File: src/axil_settings.svh
/*
 * AXI4-Lite register block settings
 * Bus widths, register count and the default bypass of the cut
 */
`ifndef AXIL_SETTINGS_SVH
`define AXIL_SETTINGS_SVH

`define AXIL_ADDR_WIDTH 8
`define AXIL_DATA_WIDTH 32
`define AXIL_STRB_WIDTH (`AXIL_DATA_WIDTH / 8)
// Eight words cover byte addresses 0 to 31
`define AXIL_NUM_REGS 8
`define AXIL_BYPASS 1'b0

`endif
File: src/axil_pkg.sv
/*
 * AXI4-Lite types
 * Scalar payload types, response codes and per-channel structs
 */
`include "axil_settings.svh"

package axil_pkg;

  typedef logic [`AXIL_ADDR_WIDTH-1:0] axil_addr_t;
  typedef logic [`AXIL_DATA_WIDTH-1:0] axil_data_t;
  typedef logic [`AXIL_STRB_WIDTH-1:0] axil_strb_t;
  typedef logic [1:0]                  axil_resp_t;

  localparam axil_resp_t RESP_OKAY   = 2'b00;
  localparam axil_resp_t RESP_SLVERR = 2'b10;

  // Channel payloads as they travel through one spill register
  typedef struct packed {
    axil_addr_t addr;
  } aw_chan_t;

  typedef struct packed {
    axil_data_t data;
    axil_strb_t strb;
  } w_chan_t;

  typedef struct packed {
    axil_resp_t resp;
  } b_chan_t;

  typedef struct packed {
    axil_addr_t addr;
  } ar_chan_t;

  typedef struct packed {
    axil_data_t data;
    axil_resp_t resp;
  } r_chan_t;

endpackage

File: src/axil_regblock_top.sv
/*
 * AXI4-Lite register block
 * Manager traffic passes a full cut before reaching the register file
 */
`timescale 1ns/1ps
`include "axil_settings.svh"

module axil_regblock_top (
  input  logic                 clk_i,
  input  logic                 arst_n_i,
  input  logic                 slv_aw_valid_i,
  output logic                 slv_aw_ready_o,
  input  axil_pkg::axil_addr_t slv_aw_addr_i,
  input  logic                 slv_w_valid_i,
  output logic                 slv_w_ready_o,
  input  axil_pkg::axil_data_t slv_w_data_i,
  input  axil_pkg::axil_strb_t slv_w_strb_i,
  output logic                 slv_b_valid_o,
  input  logic                 slv_b_ready_i,
  output axil_pkg::axil_resp_t slv_b_resp_o,
  input  logic                 slv_ar_valid_i,
  output logic                 slv_ar_ready_o,
  input  axil_pkg::axil_addr_t slv_ar_addr_i,
  output logic                 slv_r_valid_o,
  input  logic                 slv_r_ready_i,
  output axil_pkg::axil_data_t slv_r_data_o,
  output axil_pkg::axil_resp_t slv_r_resp_o
);

  import axil_pkg::*;

  // Register-file side of the cut
  logic       mst_aw_valid, mst_aw_ready;
  axil_addr_t mst_aw_addr;
  logic       mst_w_valid, mst_w_ready;
  axil_data_t mst_w_data;
  axil_strb_t mst_w_strb;
  logic       mst_b_valid, mst_b_ready;
  axil_resp_t mst_b_resp;
  logic       mst_ar_valid, mst_ar_ready;
  axil_addr_t mst_ar_addr;
  logic       mst_r_valid, mst_r_ready;
  axil_data_t mst_r_data;
  axil_resp_t mst_r_resp;

  axil_cut #(.bypass(`AXIL_BYPASS)) u_cut (
    .clk_i          (clk_i),
    .arst_n_i       (arst_n_i),
    .slv_aw_valid_i (slv_aw_valid_i),
    .slv_aw_ready_o (slv_aw_ready_o),
    .slv_aw_addr_i  (slv_aw_addr_i),
    .slv_w_valid_i  (slv_w_valid_i),
    .slv_w_ready_o  (slv_w_ready_o),
    .slv_w_data_i   (slv_w_data_i),
    .slv_w_strb_i   (slv_w_strb_i),
    .slv_b_valid_o  (slv_b_valid_o),
    .slv_b_ready_i  (slv_b_ready_i),
    .slv_b_resp_o   (slv_b_resp_o),
    .slv_ar_valid_i (slv_ar_valid_i),
    .slv_ar_ready_o (slv_ar_ready_o),
    .slv_ar_addr_i  (slv_ar_addr_i),
    .slv_r_valid_o  (slv_r_valid_o),
    .slv_r_ready_i  (slv_r_ready_i),
    .slv_r_data_o   (slv_r_data_o),
    .slv_r_resp_o   (slv_r_resp_o),
    .mst_aw_valid_o (mst_aw_valid),
    .mst_aw_ready_i (mst_aw_ready),
    .mst_aw_addr_o  (mst_aw_addr),
    .mst_w_valid_o  (mst_w_valid),
    .mst_w_ready_i  (mst_w_ready),
    .mst_w_data_o   (mst_w_data),
    .mst_w_strb_o   (mst_w_strb),
    .mst_b_valid_i  (mst_b_valid),
    .mst_b_ready_o  (mst_b_ready),
    .mst_b_resp_i   (mst_b_resp),
    .mst_ar_valid_o (mst_ar_valid),
    .mst_ar_ready_i (mst_ar_ready),
    .mst_ar_addr_o  (mst_ar_addr),
    .mst_r_valid_i  (mst_r_valid),
    .mst_r_ready_o  (mst_r_ready),
    .mst_r_data_i   (mst_r_data),
    .mst_r_resp_i   (mst_r_resp)
  );

  axil_regfile u_regfile (
    .clk_i      (clk_i),
    .arst_n_i   (arst_n_i),
    .aw_valid_i (mst_aw_valid),
    .aw_ready_o (mst_aw_ready),
    .aw_addr_i  (mst_aw_addr),
    .w_valid_i  (mst_w_valid),
    .w_ready_o  (mst_w_ready),
    .w_data_i   (mst_w_data),
    .w_strb_i   (mst_w_strb),
    .b_valid_o  (mst_b_valid),
    .b_ready_i  (mst_b_ready),
    .b_resp_o   (mst_b_resp),
    .ar_valid_i (mst_ar_valid),
    .ar_ready_o (mst_ar_ready),
    .ar_addr_i  (mst_ar_addr),
    .r_valid_o  (mst_r_valid),
    .r_ready_i  (mst_r_ready),
    .r_data_o   (mst_r_data),
    .r_resp_o   (mst_r_resp)
  );

endmodule

File: src/axil_regfile.sv
/*
 * AXI4-Lite register file
 * Strobed word writes, word reads, SLVERR outside the register range
 */
`timescale 1ns/1ps
`include "axil_settings.svh"

module axil_regfile (
  input  logic                 clk_i,
  input  logic                 arst_n_i,
  input  logic                 aw_valid_i,
  output logic                 aw_ready_o,
  input  axil_pkg::axil_addr_t aw_addr_i,
  input  logic                 w_valid_i,
  output logic                 w_ready_o,
  input  axil_pkg::axil_data_t w_data_i,
  input  axil_pkg::axil_strb_t w_strb_i,
  output logic                 b_valid_o,
  input  logic                 b_ready_i,
  output axil_pkg::axil_resp_t b_resp_o,
  input  logic                 ar_valid_i,
  output logic                 ar_ready_o,
  input  axil_pkg::axil_addr_t ar_addr_i,
  output logic                 r_valid_o,
  input  logic                 r_ready_i,
  output axil_pkg::axil_data_t r_data_o,
  output axil_pkg::axil_resp_t r_resp_o
);

  import axil_pkg::*;

  localparam int OFF_W = $clog2(`AXIL_STRB_WIDTH);
  localparam int IDX_W = $clog2(`AXIL_NUM_REGS);
  localparam axil_addr_t REG_SPAN = axil_addr_t'(`AXIL_NUM_REGS * `AXIL_STRB_WIDTH);

  axil_data_t       regs_q [`AXIL_NUM_REGS];
  logic             b_valid_q;
  axil_resp_t       b_resp_q;
  logic             r_valid_q;
  axil_data_t       r_data_q;
  axil_resp_t       r_resp_q;
  logic             wr_en;
  logic             rd_en;
  logic             wr_hit;
  logic             rd_hit;
  logic [IDX_W-1:0] wr_idx;
  logic [IDX_W-1:0] rd_idx;

  // AW and W are taken together, never while a B is still waiting
  assign aw_ready_o = w_valid_i && !b_valid_q;
  assign w_ready_o  = aw_valid_i && !b_valid_q;
  assign wr_en      = aw_valid_i && w_valid_i && !b_valid_q;
  assign ar_ready_o = !r_valid_q;
  assign rd_en      = ar_valid_i && !r_valid_q;

  // Word index sits above the byte offset
  assign wr_idx = aw_addr_i[OFF_W +: IDX_W];
  assign rd_idx = ar_addr_i[OFF_W +: IDX_W];
  assign wr_hit = aw_addr_i < REG_SPAN;
  assign rd_hit = ar_addr_i < REG_SPAN;

  always_ff @(posedge clk_i or negedge arst_n_i) begin
    if (!arst_n_i) begin
      for (int i = 0; i < `AXIL_NUM_REGS; i++) begin
        regs_q[i] <= '0;
      end
    end else if (wr_en && wr_hit) begin
      for (int b = 0; b < `AXIL_STRB_WIDTH; b++) begin
        if (w_strb_i[b]) begin
          regs_q[wr_idx][8*b +: 8] <= w_data_i[8*b +: 8];
        end
      end
    end
  end

  // Response valids stay up until the cut takes them
  always_ff @(posedge clk_i or negedge arst_n_i) begin
    if (!arst_n_i) begin
      b_valid_q <= 1'b0;
      r_valid_q <= 1'b0;
    end else begin
      if (wr_en) begin
        b_valid_q <= 1'b1;
      end else if (b_ready_i) begin
        b_valid_q <= 1'b0;
      end
      if (rd_en) begin
        r_valid_q <= 1'b1;
      end else if (r_ready_i) begin
        r_valid_q <= 1'b0;
      end
    end
  end

  always_ff @(posedge clk_i) begin
    if (wr_en) begin
      b_resp_q <= wr_hit ? RESP_OKAY : RESP_SLVERR;
    end
    if (rd_en) begin
      r_data_q <= rd_hit ? regs_q[rd_idx] : '0;
      r_resp_q <= rd_hit ? RESP_OKAY : RESP_SLVERR;
    end
  end

  assign b_valid_o = b_valid_q;
  assign b_resp_o  = b_resp_q;
  assign r_valid_o = r_valid_q;
  assign r_data_o  = r_data_q;
  assign r_resp_o  = r_resp_q;

endmodule

File: src/axil_cut.sv
/*
 * AXI4-Lite cut
 * One spill register per channel, no combinational path from port to port
 */
`timescale 1ns/1ps

module axil_cut #(
  parameter bit bypass = 1'b0
) (
  input  logic               clk_i,
  input  logic               arst_n_i,
  // Port facing the outside manager
  input  logic               slv_aw_valid_i,
  output logic               slv_aw_ready_o,
  input  axil_pkg::axil_addr_t slv_aw_addr_i,
  input  logic               slv_w_valid_i,
  output logic               slv_w_ready_o,
  input  axil_pkg::axil_data_t slv_w_data_i,
  input  axil_pkg::axil_strb_t slv_w_strb_i,
  output logic               slv_b_valid_o,
  input  logic               slv_b_ready_i,
  output axil_pkg::axil_resp_t slv_b_resp_o,
  input  logic               slv_ar_valid_i,
  output logic               slv_ar_ready_o,
  input  axil_pkg::axil_addr_t slv_ar_addr_i,
  output logic               slv_r_valid_o,
  input  logic               slv_r_ready_i,
  output axil_pkg::axil_data_t slv_r_data_o,
  output axil_pkg::axil_resp_t slv_r_resp_o,
  // Port facing the register file
  output logic               mst_aw_valid_o,
  input  logic               mst_aw_ready_i,
  output axil_pkg::axil_addr_t mst_aw_addr_o,
  output logic               mst_w_valid_o,
  input  logic               mst_w_ready_i,
  output axil_pkg::axil_data_t mst_w_data_o,
  output axil_pkg::axil_strb_t mst_w_strb_o,
  input  logic               mst_b_valid_i,
  output logic               mst_b_ready_o,
  input  axil_pkg::axil_resp_t mst_b_resp_i,
  output logic               mst_ar_valid_o,
  input  logic               mst_ar_ready_i,
  output axil_pkg::axil_addr_t mst_ar_addr_o,
  input  logic               mst_r_valid_i,
  output logic               mst_r_ready_o,
  input  axil_pkg::axil_data_t mst_r_data_i,
  input  axil_pkg::axil_resp_t mst_r_resp_i
);

  import axil_pkg::*;

  aw_chan_t slv_aw, mst_aw;
  w_chan_t  slv_w,  mst_w;
  b_chan_t  slv_b,  mst_b;
  ar_chan_t slv_ar, mst_ar;
  r_chan_t  slv_r,  mst_r;

  // Requests flow slv to mst
  assign slv_aw = '{addr: slv_aw_addr_i};
  assign slv_w  = '{data: slv_w_data_i, strb: slv_w_strb_i};
  assign slv_ar = '{addr: slv_ar_addr_i};
  assign mst_aw_addr_o = mst_aw.addr;
  assign mst_w_data_o  = mst_w.data;
  assign mst_w_strb_o  = mst_w.strb;
  assign mst_ar_addr_o = mst_ar.addr;

  // Responses flow mst to slv
  assign mst_b = '{resp: mst_b_resp_i};
  assign mst_r = '{data: mst_r_data_i, resp: mst_r_resp_i};
  assign slv_b_resp_o = slv_b.resp;
  assign slv_r_data_o = slv_r.data;
  assign slv_r_resp_o = slv_r.resp;

  spill_register #(.T(aw_chan_t), .bypass(bypass)) u_reg_aw (
    .clk_i    (clk_i),
    .arst_n_i (arst_n_i),
    .valid_i  (slv_aw_valid_i),
    .ready_o  (slv_aw_ready_o),
    .data_i   (slv_aw),
    .valid_o  (mst_aw_valid_o),
    .ready_i  (mst_aw_ready_i),
    .data_o   (mst_aw)
  );

  spill_register #(.T(w_chan_t), .bypass(bypass)) u_reg_w (
    .clk_i    (clk_i),
    .arst_n_i (arst_n_i),
    .valid_i  (slv_w_valid_i),
    .ready_o  (slv_w_ready_o),
    .data_i   (slv_w),
    .valid_o  (mst_w_valid_o),
    .ready_i  (mst_w_ready_i),
    .data_o   (mst_w)
  );

  spill_register #(.T(b_chan_t), .bypass(bypass)) u_reg_b (
    .clk_i    (clk_i),
    .arst_n_i (arst_n_i),
    .valid_i  (mst_b_valid_i),
    .ready_o  (mst_b_ready_o),
    .data_i   (mst_b),
    .valid_o  (slv_b_valid_o),
    .ready_i  (slv_b_ready_i),
    .data_o   (slv_b)
  );

  spill_register #(.T(ar_chan_t), .bypass(bypass)) u_reg_ar (
    .clk_i    (clk_i),
    .arst_n_i (arst_n_i),
    .valid_i  (slv_ar_valid_i),
    .ready_o  (slv_ar_ready_o),
    .data_i   (slv_ar),
    .valid_o  (mst_ar_valid_o),
    .ready_i  (mst_ar_ready_i),
    .data_o   (mst_ar)
  );

  spill_register #(.T(r_chan_t), .bypass(bypass)) u_reg_r (
    .clk_i    (clk_i),
    .arst_n_i (arst_n_i),
    .valid_i  (mst_r_valid_i),
    .ready_o  (mst_r_ready_o),
    .data_i   (mst_r),
    .valid_o  (slv_r_valid_o),
    .ready_i  (slv_r_ready_i),
    .data_o   (slv_r)
  );

endmodule

File: src/spill_register.sv
/*
 * Spill register
 * Two-slot elastic buffer that registers valid, ready and data paths
 */
`timescale 1ns/1ps

module spill_register #(
  parameter type T      = logic,
  parameter bit  bypass = 1'b0
) (
  input  logic clk_i,
  input  logic arst_n_i,
  input  logic valid_i,
  output logic ready_o,
  input  T     data_i,
  output logic valid_o,
  input  logic ready_i,
  output T     data_o
);

  if (bypass) begin : g_bypass
    assign valid_o = valid_i;
    assign ready_o = ready_i;
    assign data_o  = data_i;
  end else begin : g_spill
    // Slot A drives the output, slot B only holds an item while A stalls
    logic a_full_q;
    logic b_full_q;
    T     a_data_q;
    T     b_data_q;
    logic in_xfer;
    logic out_xfer;
    logic a_load_in;
    logic a_load_b;
    logic b_load;

    assign in_xfer  = valid_i && !b_full_q;
    assign out_xfer = a_full_q && ready_i;

    // Incoming item goes to A if A is free or drains this cycle
    assign a_load_in = in_xfer && (!a_full_q || out_xfer);
    assign a_load_b  = b_full_q && out_xfer;
    assign b_load    = in_xfer && a_full_q && !out_xfer;

    always_ff @(posedge clk_i or negedge arst_n_i) begin
      if (!arst_n_i) begin
        a_full_q <= 1'b0;
        b_full_q <= 1'b0;
      end else begin
        if (a_load_in || a_load_b) begin
          a_full_q <= 1'b1;
        end else if (out_xfer) begin
          a_full_q <= 1'b0;
        end

        if (b_load) begin
          b_full_q <= 1'b1;
        end else if (a_load_b) begin
          b_full_q <= 1'b0;
        end
      end
    end

    always_ff @(posedge clk_i) begin
      if (a_load_b) begin
        a_data_q <= b_data_q;
      end else if (a_load_in) begin
        a_data_q <= data_i;
      end
      if (b_load) begin
        b_data_q <= data_i;
      end
    end

    // B empty is a flop, so ready_i never reaches ready_o
    assign ready_o = !b_full_q;
    assign valid_o = a_full_q;
    assign data_o  = a_data_q;
  end

endmodule

File: config.mk
export PLATFORM = sky130hd
export DESIGN_NAME = axil_regblock_top
export DESIGN_NICKNAME = d
export VERILOG_FILES = /design/src/axil_pkg.sv /design/src/axil_regblock_top.sv /design/src/axil_regfile.sv /design/src/axil_cut.sv /design/src/spill_register.sv
export VERILOG_INCLUDE_DIRS = /design/src
export SDC_FILE = /design/constraint.sdc
export NUM_CORES = 1
export LEC_CHECK = 0
export BUFFER_PORTS_ARGS = -buffer_cell sky130_fd_sc_hd__buf_2
export CORE_UTILIZATION = 66
export CTS_CLUSTER_DIAMETER = 200
export DETAILED_ROUTE_END_ITERATION = 12
export GPL_TIMING_DRIVEN = 0
export HOLD_SLACK_MARGIN = 0.12
export PLACE_DENSITY = 0.86
export SETUP_SLACK_MARGIN = 0.3
export SYNTH_ARGS = -nofsm -noshare
export SYNTH_HDL_FRONTEND = slang
export SYNTH_HIERARCHICAL = 1
export SYNTH_SLANG_ARGS = --single-unit
File: constraint.sdc
create_clock -name clk_i -period 5.4 [get_ports clk_i]
set_input_delay 1.08 -clock clk_i [delete_from_list [all_inputs] [get_ports clk_i]]
set_output_delay 1.08 -clock clk_i [all_outputs]
set_load 0.02 [all_outputs]
==> flow_summary.ini <==
[route]
dr.pass1.iters = 4
vias_per_cell = 6.30
wl_per_cell_um = 24.7
drtIter0Drc = 756
drc_errors = 0
vias = 10357
wirelength_um = 40600
postRouteAntennaNets = 0

[critical_path]
r2r_start = u_cut/u_reg_ar/data_o[3]
worst-setup-path-type = reg -> reg
worstPathMaxFanout = 10
critPathRequiredTime_ps = 5670
cp-end-kind = flop
startpoint = u_cut/u_reg_ar/data_o[3]
start_kind = flop
arrival_ps = 2880

[logic_synthesis]
syn-instance-count = 1059
syn_avg_cell_area_um2 = 18.8
synth_area_um2 = 19900
yosysWarnings = 6

[worst_hold_path]
hold_path.class = in -> async

[clock_network]
cts_resized = 0
cts_htree_levels = 2
hold_buffers = 0
clk_latency_ps = 540
cts_buffer_depth = 3
cts_tree = built
clkTransAtPathRegs_ps = 60
cts_buffers = 47
post_cts_buffers = 0
cts_sinks = 470
cts-root-buf = clkbuf_16

[timing]
hold_slack_ps = 345
worst_slack_ps = 2790
rsz0062_at_grt = no
period_share_pct = 48.4
min_period_ps = 2610
tightest_slew_ps = 994
skew_ps = 12.9
final_max_slew_viol_count = 0
relSlewSlack_pct = 33.2
finalHoldViolCount = 0
setup_viol = 0
fmax_ghz = 0.383

[placed_design]
hpwl_um = 25500
routabilityCongestion = 0.770
dp_cells = 1557
io_buffer_count = 95
dp_worst_setup_slack_ps = 2840

[global_routing]
grt_pass1_wl_um = 63400
overflow = 0
grtUsageTotal_pct = 27.4
grt_pass1_vias = 10974
antenna_found_initial = 0
grt_max_degree = 132

[power]
power_density_nw_per_um2 = 570
p_leak_nw = 10.2
finalPower_mw = 12.9
peakVddDrop_v = 0.000390

[floorplan]
core-area_um2 = 29600
io_pins = 100
die_area_um2 = 30800
placementRows = 63
initial_core_util_pct = 67.1
die_y_um = 176
die_w_um = 176

[finish]
utilization_pct = 76.5
instances_no_fill = 1644
nets = 1275
syn2layout_area_growth_pct = 14.0
drive_above_1_share_pct = 51.2
diodes = 0

[job]
maxCapViolCount = 0

[outcome]
status = finished clean
## cell usage in the layout (no fill, tap or decap), types with 8 or more instances in the layout
cell type / n
nand4_4: 19
clkbuf_16: 50
clkbuf_1: 27
mux2_4: 60
buf_2: 107
buf_6: 11
edfxtp_1: 202
buf_4: 8
a21oi_1: 10
inv_1: 14
clkinv_2: 10
dfrtp_1: 268
mux2_2: 269
a22o_1: 32
nand4_2: 12
mux4_2: 64
mux2_1: 11
## critical path: stages (launching register included)
cell,delay (ps)
edfxtp_1,340
buf_1,560
clkbuf_1,700
mux4_2,430
a22o_1,310
## area by class of cell
class / count / area (um^2)
Sequential cell: 470 / 12800
Fill cell: 1630 / 6970
Multi-Input combinational cell: 533 / 6870
Clock buffer: 66 / 1360
Timing Repair Buffer: 107 / 694
Tap cell: 390 / 488
Buffer: 43 / 249
Clock inverter: 21 / 176
Inverter: 14 / 52.6
## registers in the layout, indices dropped and copies added, names as in the netlist, 2 cells and up
| signal | count |
|---|---|
| u_regfile/regs_q | 256 |
| u_cut/u_reg_w/data_o | 36 |
| u_cut/u_reg_w/g_spill.b_data_q | 36 |
| u_cut/u_reg_r/data_o | 34 |
| u_cut/u_reg_r/g_spill.b_data_q | 34 |
| u_regfile/r_data_o | 32 |
| u_cut/u_reg_ar/data_o | 6 |
| u_cut/u_reg_ar/g_spill.b_data_q | 6 |
| u_cut/u_reg_aw/data_o | 6 |
| u_cut/u_reg_aw/g_spill.b_data_q | 6 |
| u_cut/u_reg_b/data_o | 2 |
| u_cut/u_reg_b/g_spill.b_data_q | 2 |
## metal layers
layer,wire length [um],track usage [%]
met1,17100,38.2
met2,20100,44.9
met3,2290,4.70
met4,1100,8.30
met5,0,0
## report_power, final
part | switching (mW) | internal (mW) | total [mW]
Sequential | 0.870 | 5.27 | 6.14
Clock | 1.31 | 1.90 | 3.21
Combinational | 1.82 | 1.75 | 3.56
## per-stage QoR
stage | TNS (ps) | instance area (um^2)
floorplan | 0 | 19900
global placement | -421820 | 20900
detailed placement | 0 | 21100
CTS | 0 | 22700
global route | 0 | 22700
finish | 0 | 22700
## final timing paths
| check | cells after the start | end | slack [ps] |
|---|---|---|---|
| setup / recovery | 4 | u_regfile/r_data_o[17] | 2790 |
| hold / removal | 1 | u_cut/u_reg_r/valid_o | 340 |
| setup reg to reg | 4 | u_regfile/r_data_o[17] | 2790 |
| hold reg to reg | 0 | u_cut/u_reg_r/g_spill.b_data_q[5] | 450 |
| max in group asynchronous | 2 | u_regfile/regs_q[81] | 4170 |
| min in group clk_i | 0 | u_cut/u_reg_r/g_spill.b_data_q[5] | 450 |
Note: power is estimated with default switching activity, not from simulation.
